--- src/rtl/cpu_pkg.sv ---
package cpu_pkg;

        localparam int WORD_W     = 16;
        localparam int REG_ADDR_W = 2;

        typedef logic [WORD_W-1:0]     word_t;
        typedef logic [REG_ADDR_W-1:0] reg_addr_t;

        typedef enum logic [3:0] {
                OP_BNE   = 4'd0,
                OP_BEQ   = 4'd1,
                OP_BGZ   = 4'd2,
                OP_BLZ   = 4'd3,
                OP_ADI   = 4'd4,
                OP_JMP   = 4'd9,
                OP_RTYPE = 4'd15
        } opcode_t;

        // only meaningful when opcode is OP_RTYPE
        typedef enum logic [5:0] {
                FN_ADD = 6'd0,
                FN_SUB = 6'd1,
                FN_JPR = 6'd25,
                FN_WWD = 6'd28,
                FN_HLT = 6'd29
        } func_t;

        typedef struct packed {
                opcode_t   opcode;
                reg_addr_t rs;
                reg_addr_t rt;
                reg_addr_t rd;
                func_t     func;
        } r_type_t;

        typedef struct packed {
                opcode_t    opcode;
                reg_addr_t  rs;
                reg_addr_t  rt;
                logic [7:0] imm;      // signed branch offset or ADI operand
        } i_type_t;

        typedef struct packed {
                opcode_t     opcode;
                logic [11:0] target;
        } j_type_t;

        // one instruction word read three ways
        typedef union packed {
                r_type_t r;
                i_type_t i;
                j_type_t j;
        } instr_u;

        typedef struct packed {
                logic   valid;
                word_t  pc;
                word_t  pred_pc;      // next pc as guessed in fetch
                instr_u instr;
                logic   tag_match;
        } fetch_pkt_t;

        typedef struct packed {
                logic  valid;
                word_t pc;
                word_t target;
                logic  taken;
        } bp_update_t;

endpackage
--- src/rtl/cpu_core.sv ---
`timescale 1ns/100ps

module cpu_core
        import cpu_pkg::*;
#(
        parameter int BTB_IDX_W = 3
) (
        input  logic  clk,
        input  logic  reset_n,
        input  word_t i_i_data,
        output word_t o_i_address,
        output word_t o_output_port,
        output logic  o_output_valid,
        output logic  o_is_halted,
        output word_t o_num_inst,
        output word_t o_num_branch_miss
);

        fetch_pkt_t if_pkt;
        fetch_pkt_t id_pkt;
        bp_update_t bp_update;
        word_t      redirect_pc;
        logic       redirect;
        logic       halted;

        fetch_unit #(
                .BTB_IDX_W (BTB_IDX_W)
        ) u_fetch_unit (
                .clk           (clk),
                .reset_n       (reset_n),
                .i_instr       (i_i_data),
                .i_redirect    (redirect),
                .i_redirect_pc (redirect_pc),
                .i_halted      (halted),
                .i_update      (bp_update),
                .o_pc          (o_i_address),
                .o_fetch       (if_pkt)
        );

        // a mispredict kills the word fetched behind it
        if_id_register u_if_id_register (
                .clk     (clk),
                .reset_n (reset_n),
                .i_flush (redirect),
                .i_hold  (halted),
                .i_fetch (if_pkt),
                .o_fetch (id_pkt)
        );

        execute_unit u_execute_unit (
                .clk               (clk),
                .reset_n           (reset_n),
                .i_fetch           (id_pkt),
                .o_redirect        (redirect),
                .o_redirect_pc     (redirect_pc),
                .o_update          (bp_update),
                .o_halted          (halted),
                .o_output_port     (o_output_port),
                .o_output_valid    (o_output_valid),
                .o_num_inst        (o_num_inst),
                .o_num_branch_miss (o_num_branch_miss)
        );

        assign o_is_halted = halted;

endmodule

--- src/rtl/execute_unit.sv ---
`timescale 1ns/100ps

module execute_unit
        import cpu_pkg::*;
(
        input  logic       clk,
        input  logic       reset_n,
        input  fetch_pkt_t i_fetch,
        output logic       o_redirect,
        output word_t      o_redirect_pc,
        output bp_update_t o_update,
        output logic       o_halted,
        output word_t      o_output_port,
        output logic       o_output_valid,
        output word_t      o_num_inst,
        output word_t      o_num_branch_miss
);

        instr_u    ins;
        opcode_t   opcode;
        func_t     func;
        word_t     rs_data;
        word_t     rt_data;
        word_t     imm_ext;
        word_t     pc_plus1;
        word_t     alu_result;
        word_t     ctrl_target;
        word_t     actual_pc;
        reg_addr_t wr_addr;
        logic      exec_valid;
        logic      is_rtype, is_adi, is_branch, is_jmp, is_jpr, is_wwd, is_hlt;
        logic      cond, taken, wr_en, miss;
        logic      halted_q;

        assign ins    = i_fetch.instr;
        assign opcode = ins.r.opcode;
        assign func   = ins.r.func;

        assign exec_valid = i_fetch.valid && !halted_q;
        assign is_rtype   = (opcode == OP_RTYPE);
        assign is_adi     = (opcode == OP_ADI);
        assign is_branch  = opcode inside {OP_BNE, OP_BEQ, OP_BGZ, OP_BLZ};
        assign is_jmp     = (opcode == OP_JMP);
        assign is_jpr     = is_rtype && (func == FN_JPR);
        assign is_wwd     = is_rtype && (func == FN_WWD);
        assign is_hlt     = is_rtype && (func == FN_HLT);

        register_file u_register_file (
                .clk       (clk),
                .reset_n   (reset_n),
                .i_rs      (ins.i.rs),
                .i_rt      (ins.i.rt),
                .i_wr_addr (wr_addr),
                .i_wr_en   (wr_en),
                .i_wr_data (alu_result),
                .o_rs_data (rs_data),
                .o_rt_data (rt_data)
        );

        assign imm_ext    = {{(WORD_W-8){ins.i.imm[7]}}, ins.i.imm};
        assign pc_plus1   = i_fetch.pc + 1'b1;
        assign alu_result = is_adi ? rs_data + imm_ext :
                            (func == FN_SUB) ? rs_data - rt_data : rs_data + rt_data;
        assign wr_addr    = is_adi ? ins.i.rt : ins.r.rd;  // ADI writes rt
        assign wr_en      = exec_valid && (is_adi || (is_rtype && func inside {FN_ADD, FN_SUB}));

        always_comb begin
                case (opcode)
                        OP_BNE:  cond = (rs_data != rt_data);
                        OP_BEQ:  cond = (rs_data == rt_data);
                        OP_BGZ:  cond = ($signed(rs_data) > 0);
                        OP_BLZ:  cond = rs_data[WORD_W-1];
                        default: cond = 1'b0;
                endcase
        end

        always_comb begin
                taken       = 1'b0;
                ctrl_target = pc_plus1 + imm_ext;   // branch offset from pc+1
                if (is_branch) begin
                        taken = cond;
                end else if (is_jmp) begin
                        taken       = 1'b1;
                        ctrl_target = {pc_plus1[WORD_W-1:WORD_W-4], ins.j.target};
                end else if (is_jpr) begin
                        taken       = 1'b1;
                        ctrl_target = rs_data;
                end
        end

        assign actual_pc = taken ? ctrl_target : pc_plus1;
        assign miss      = exec_valid && (actual_pc != i_fetch.pred_pc);

        assign o_redirect    = miss;
        assign o_redirect_pc = actual_pc;

        // untracked not-taken branches leave the BTB alone
        assign o_update.valid  = exec_valid && (is_branch || is_jmp || is_jpr) &&
                                 (i_fetch.tag_match || taken);
        assign o_update.pc     = i_fetch.pc;
        assign o_update.target = ctrl_target;
        assign o_update.taken  = taken;

        always_ff @(posedge clk) begin
                if (reset_n) begin
                        halted_q          <= 1'b0;
                        o_output_valid    <= 1'b0;
                        o_num_inst        <= '0;
                        o_num_branch_miss <= '0;
                end else begin
                        o_output_valid <= exec_valid && is_wwd;   // one-cycle pulse
                        if (exec_valid) begin
                                o_num_inst <= o_num_inst + 1'b1;  // HLT counts too
                                if (is_hlt)
                                        halted_q <= 1'b1;
                        end
                        if (miss)
                                o_num_branch_miss <= o_num_branch_miss + 1'b1;
                end
        end

        always_ff @(posedge clk) begin
                if (exec_valid && is_wwd)
                        o_output_port <= rs_data;
        end

        assign o_halted = halted_q;

endmodule

--- src/rtl/register_file.sv ---
`timescale 1ns/100ps

module register_file
        import cpu_pkg::*;
(
        input  logic      clk,
        input  logic      reset_n,
        input  reg_addr_t i_rs,
        input  reg_addr_t i_rt,
        input  reg_addr_t i_wr_addr,
        input  logic      i_wr_en,
        input  word_t     i_wr_data,
        output word_t     o_rs_data,
        output word_t     o_rt_data
);

        localparam int NUM_REGS = 1 << REG_ADDR_W;

        word_t regs [NUM_REGS];

        always_ff @(posedge clk) begin
                if (reset_n) begin
                        for (int k = 0; k < NUM_REGS; k++)
                                regs[k] <= '0;
                end else if (i_wr_en) begin
                        regs[i_wr_addr] <= i_wr_data;
                end
        end

        // a write lands in time for the next instruction
        assign o_rs_data = regs[i_rs];
        assign o_rt_data = regs[i_rt];

endmodule

--- src/rtl/if_id_register.sv ---
`timescale 1ns/100ps

module if_id_register
        import cpu_pkg::*;
(
        input  logic       clk,
        input  logic       reset_n,
        input  logic       i_flush,
        input  logic       i_hold,
        input  fetch_pkt_t i_fetch,
        output fetch_pkt_t o_fetch
);

        fetch_pkt_t pkt_q;

        // flush and reset leave an empty slot
        always_ff @(posedge clk) begin
                if (reset_n) begin
                        pkt_q.valid <= 1'b0;
                end else if (i_flush) begin
                        pkt_q.valid <= 1'b0;      // wrong-path fetch
                end else if (!i_hold) begin
                        pkt_q <= i_fetch;
                end
        end

        assign o_fetch = pkt_q;

endmodule

--- src/rtl/fetch_unit.sv ---
`timescale 1ns/100ps

module fetch_unit
        import cpu_pkg::*;
#(
        parameter int BTB_IDX_W = 3
) (
        input  logic       clk,
        input  logic       reset_n,
        input  word_t      i_instr,
        input  logic       i_redirect,
        input  word_t      i_redirect_pc,
        input  logic       i_halted,
        input  bp_update_t i_update,
        output word_t      o_pc,
        output fetch_pkt_t o_fetch
);

        word_t pc_q;
        word_t predicted_pc;
        logic  tag_match;

        branch_predictor #(
                .BTB_IDX_W (BTB_IDX_W)
        ) u_branch_predictor (
                .clk            (clk),
                .reset_n        (reset_n),
                .i_pc           (pc_q),
                .i_update       (i_update),
                .o_predicted_pc (predicted_pc),
                .o_tag_match    (tag_match)
        );

        always_ff @(posedge clk) begin
                if (reset_n) begin
                        pc_q <= '0;
                end else if (i_redirect) begin
                        pc_q <= i_redirect_pc;    // mispredict fixed up in execute
                end else if (!i_halted) begin
                        pc_q <= predicted_pc;
                end
        end

        assign o_pc = pc_q;

        // memory word for pc_q arrives during this cycle
        always_comb begin
                o_fetch.valid     = ~i_halted;
                o_fetch.pc        = pc_q;
                o_fetch.pred_pc   = predicted_pc;
                o_fetch.instr     = i_instr;
                o_fetch.tag_match = tag_match;
        end

endmodule

--- src/rtl/branch_predictor.sv ---
`timescale 1ns/100ps

module branch_predictor
        import cpu_pkg::*;
#(
        parameter int BTB_IDX_W = 3
) (
        input  logic       clk,
        input  logic       reset_n,
        input  word_t      i_pc,
        input  bp_update_t i_update,
        output word_t      o_predicted_pc,
        output logic       o_tag_match
);

        localparam int BTB_DEPTH = 1 << BTB_IDX_W;

        word_t                btb_tag    [BTB_DEPTH];
        word_t                btb_target [BTB_DEPTH];
        logic [1:0]           btb_cnt    [BTB_DEPTH];   // 2-bit saturating counters
        logic [BTB_DEPTH-1:0] btb_valid;

        logic [BTB_IDX_W-1:0] rd_idx;
        logic [BTB_IDX_W-1:0] up_idx;
        logic                 up_hit;
        logic                 alloc;

        // lookup for the pc being fetched
        assign rd_idx      = i_pc[BTB_IDX_W-1:0];
        assign o_tag_match = btb_valid[rd_idx] && (btb_tag[rd_idx] == i_pc);

        // weakly or strongly taken
        assign o_predicted_pc = (o_tag_match && btb_cnt[rd_idx][1]) ? btb_target[rd_idx]
                                                                     : i_pc + 1'b1;

        assign up_idx = i_update.pc[BTB_IDX_W-1:0];
        assign up_hit = btb_valid[up_idx] && (btb_tag[up_idx] == i_update.pc);
        assign alloc  = i_update.valid && !up_hit && i_update.taken;  // new taken branch

        always_ff @(posedge clk) begin
                if (reset_n) begin
                        btb_valid <= '0;
                end else if (alloc) begin
                        btb_valid[up_idx] <= 1'b1;
                end
        end

        always_ff @(posedge clk) begin
                if (i_update.valid && up_hit) begin
                        if (i_update.taken) begin
                                if (btb_cnt[up_idx] != 2'd3)
                                        btb_cnt[up_idx] <= btb_cnt[up_idx] + 2'd1;
                                btb_target[up_idx] <= i_update.target;  // JPR may move
                        end else if (btb_cnt[up_idx] != 2'd0) begin
                                btb_cnt[up_idx] <= btb_cnt[up_idx] - 2'd1;
                        end
                end else if (alloc) begin
                        btb_tag[up_idx]    <= i_update.pc;
                        btb_target[up_idx] <= i_update.target;
                        btb_cnt[up_idx]    <= 2'd2;           // start weakly taken
                end
        end

endmodule

--- config.mk ---
export PLATFORM = sky130hd
export DESIGN_NAME = cpu_core
export DESIGN_NICKNAME = d
export VERILOG_FILES = /design/src/rtl/cpu_pkg.sv /design/src/rtl/cpu_core.sv /design/src/rtl/execute_unit.sv /design/src/rtl/register_file.sv /design/src/rtl/if_id_register.sv /design/src/rtl/fetch_unit.sv /design/src/rtl/branch_predictor.sv
export SDC_FILE = /design/constraint.sdc
export NUM_CORES = 1
export LEC_CHECK = 0
export BUFFER_PORTS_ARGS = -buffer_cell sky130_fd_sc_hd__buf_2
export CAP_MARGIN = 20
export CORE_MARGIN = 3
export CORE_UTILIZATION = 43
export DETAILED_ROUTE_END_ITERATION = 10
export SETUP_SLACK_MARGIN = 0.3
export SLEW_MARGIN = 5
export SYNTH_ARGS = -nofsm -noshare
export SYNTH_HDL_FRONTEND = slang
export SYNTH_SLANG_ARGS = --single-unit
--- constraint.sdc ---
create_clock -name clk -period 5.9 [get_ports clk]
set_input_delay 1.18 -clock clk [delete_from_list [all_inputs] [get_ports clk]]
set_output_delay 1.18 -clock clk [all_outputs]
set_load 0.005 [all_outputs]
==> run metrics <==
total clock buffers created by CTS=49; Final Hold Violating Endpoints=0; worst-margin pin slew=1.08 ns; global route overflow=0; drt wl/cell=24.2 um; post-synth net total=2,002; # IOs=84; Num Clock Sinks=470; status=finished clean; YS warnings=0; Die Ht=245 um; top-count cell post-synth=edfxtp_1; leakage=0.00989 uW; Worst path max stage delay=0.54 ns; # rows=87; top-area cell type share of the netlist area=48.8%; top cells by count, synth=edfxtp_1, nor2_1, mux4_2, nand2_1, a21oi_1; max cap viols=0; layout cell share with drive strength beyond 1=21.8%; detailed-route via count=16,619; post-synth top area cell=edfxtp_1; flop and latch count out of synthesis=470; CORE AREA=0.0566 mm^2; final setup fails=0; period utilization=91.2%; DRC=0; first-pass GRT wire length=104 mm; pwr/cell area=310 mW/mm^2; Die Wd=245 um; Slew headroom=27.3%; Worst EP arrival=5.86 ns; Peak VDD IR=0.229 mV; number of enable flip-flop cells after synthesis=401; Mapped Avg Cell Area=12.9 um^2; drt pass-1 iters=6; PortBufs=83; vias in the first global route=16,855; CP Max Fanout=16; die area=0.0602 mm^2; Hold-fix buffers, CTS=0; initial core utilization=43.6%; wirelength, routed=68.4 mm; Synth cell types=83; CTS tree=built; # H-tree levels=2; Hold/Removal Path Class=reg -> reg; ys flop type=edfxtp_1; CTS root buf=clkbuf_16; RePlAce Congestion=0.918; Slew Limit Fails=0; Final ANT Viol Nets=0; worst-path cell chain=buf_12, mux4_2, ha_2, nand4_1, nor4_2, buf_4, o21ai_0, a211oi_2, a31oi_4, buf_4, mux2i_1, a221oi_1, o2111ai_1, or4_4, o31ai_2, buf_6, a2111oi_0, a2111oi_1; hold slack final=0.493 ns; post-layout util=49.6%; clk slew on worst S/H paths=0.06 ns; Startpoint Class=register; synthesized cell area=0.0247 mm^2; Skew-Pair Late Insertion Delay=0.60 ns; dpl hpwl=48.0 mm; skew final=0.0295 ns; nets@finish=2,118; area added between synthesis and finish=13.9%; Clock Path Buffers=3; # diodes=0; R2R setup slack=0.52 ns; setup ws final=0.520 ns; Total Routing Usage GR=22.8%; FMAX=0.186 GHz; crit path kind=reg -> reg; number of DRC markers in iteration 0=1,295; initial antenna violation count=1; post-DR vias/cell=5.89; Setup TNS Final=0 ns; ys async rst share=0%; WP data required=6.38 ns; Cells after Synth=1,912; CP Capture Type=register; synth top area cells=edfxtp_1, mux4_2, dfxtp_1, ha_1, nor2_1; most frequent CP cell=buf_4; sequential-to-total area share from yosys stat=54.4%; final period demand of the worst path=5.38 ns; RSZ-0062 raised after global routing=no; crit path max-delay cell type=mux4_2; DP Worst Slack=0.340 ns; pin count of the biggest net entering global routing=53
## state kept, by name, summed over array words and instances (netlist names), named ones only
signal                                      cells
u_fetch_unit.u_branch_predictor.btb_target    128
u_fetch_unit.o_pc                              16
u_fetch_unit.u_branch_predictor.btb_tag       128
u_fetch_unit.u_branch_predictor.btb_valid       8
u_execute_unit.o_halted                         1
u_fetch_unit.u_branch_predictor.btb_cnt        16
u_execute_unit.o_num_branch_miss               16
u_execute_unit.u_register_file.regs            64
u_execute_unit.o_output_port                   16
u_execute_unit.o_output_valid                   1
u_execute_unit.o_num_inst                      16
u_if_id_register.o_fetch                       50
## worst max-delay path, delay by kind of cell (launching register included)
kind / cells / cell delay [ns]
simple gates: 3 / 1.07
compound gates: 8 / 2.00
buf+inv: 4 / 0.75
flops: 1 / 0.35
mux: 2 / 0.67
fa+ha+maj: 1 / 0.39
## metal layers
layer / global-route usage (%) / wire length [um] / vias to the layer above
li1: - / - / 7511
met1: 30.6 / 28700 / 8393
met2: 37.5 / 32700 / 594
met3: 4.56 / 4830 / 119
met4: 7.10 / 2200 / 2
met5: 0 / 7 / -
## area by class of cell
cell class,instances,area (um^2)
well taps,756,946
flip-flops and latches,470,13400
multi-input cells,1250,10600
repair buffers,176,1160
clock buffers,60,1300
clock inverters,30,363
fillers,4902,28500
inverters,81,308
## final timing paths
kind,from,cells past startpoint,endpoint
min,u_execute_unit.o_num_branch_miss[9]$_SDFFE_PP0P_,2,u_execute_unit.o_num_branch_miss[9]$_SDFFE_PP0P_
max,register,18,u_fetch_unit.o_pc[6]$_SDFFE_PP0N_
min reg2reg,u_execute_unit.o_num_branch_miss[9]$_SDFFE_PP0P_,2,u_execute_unit.o_num_branch_miss[9]$_SDFFE_PP0P_
max reg2reg,register,18,u_fetch_unit.o_pc[6]$_SDFFE_PP0N_
## cell usage in the layout, fill, tap and decap left out, types with 18 or more instances in the layout
cell	synthesis	final
a21oi_1	90	88
and3_1	25	25
buf_2	8	83
buf_4	17	87
clkbuf_16	0	49
dfxtp_1	69	63
edfxtp_1	401	401
ha_1	68	64
inv_1	80	79
mux2i_1	63	63
mux4_2	136	136
nand2_1	120	120
nand3_1	60	60
nor2_1	197	182
nor3_1	30	29
o21ai_0	43	43
or3_1	18	18
xnor2_1	64	62
xor2_1	53	52
## per-stage QoR
step	area [um^2]	total power (uW)	std cells
6_report	28100	8710	2823
3_5_place_dp	26300	5560	2728
3_3_place_gp	26300	5540	2728
4_1_cts	28000	8760	2821
5_1_grt	28100	9070	2823
2_1_floorplan	24700	5030	1912
## cells by family (layout without fill, tap and decap cells)
kind of cell    Yosys count  count (layout)  share of synthesized area (%)
simple gates            551             551                           10.6
flops                   470             470                           54.4
compound gates          299             299                           8.10
mux                     210             210                           15.5
buf+inv                 192             347                           3.34
xor+xnor                118             118                           4.25
fa+ha+maj                72              72                           3.78
## where the power goes
part / switching (uW) / total [uW] / internal [uW]
clock network: 1310 / 3180 / 1880
logic: 899 / 1580 / 679
registers: 173 / 3940 / 3770
## repair_timing
action                                  in CTS  in global routing
pin swaps                                    1                  5
gates resized for setup                      1                 22
endpoints found under the setup margin      11                 85
setup buffers                                3                  2
No activity file was read; power rests on OpenSTA's default activity.
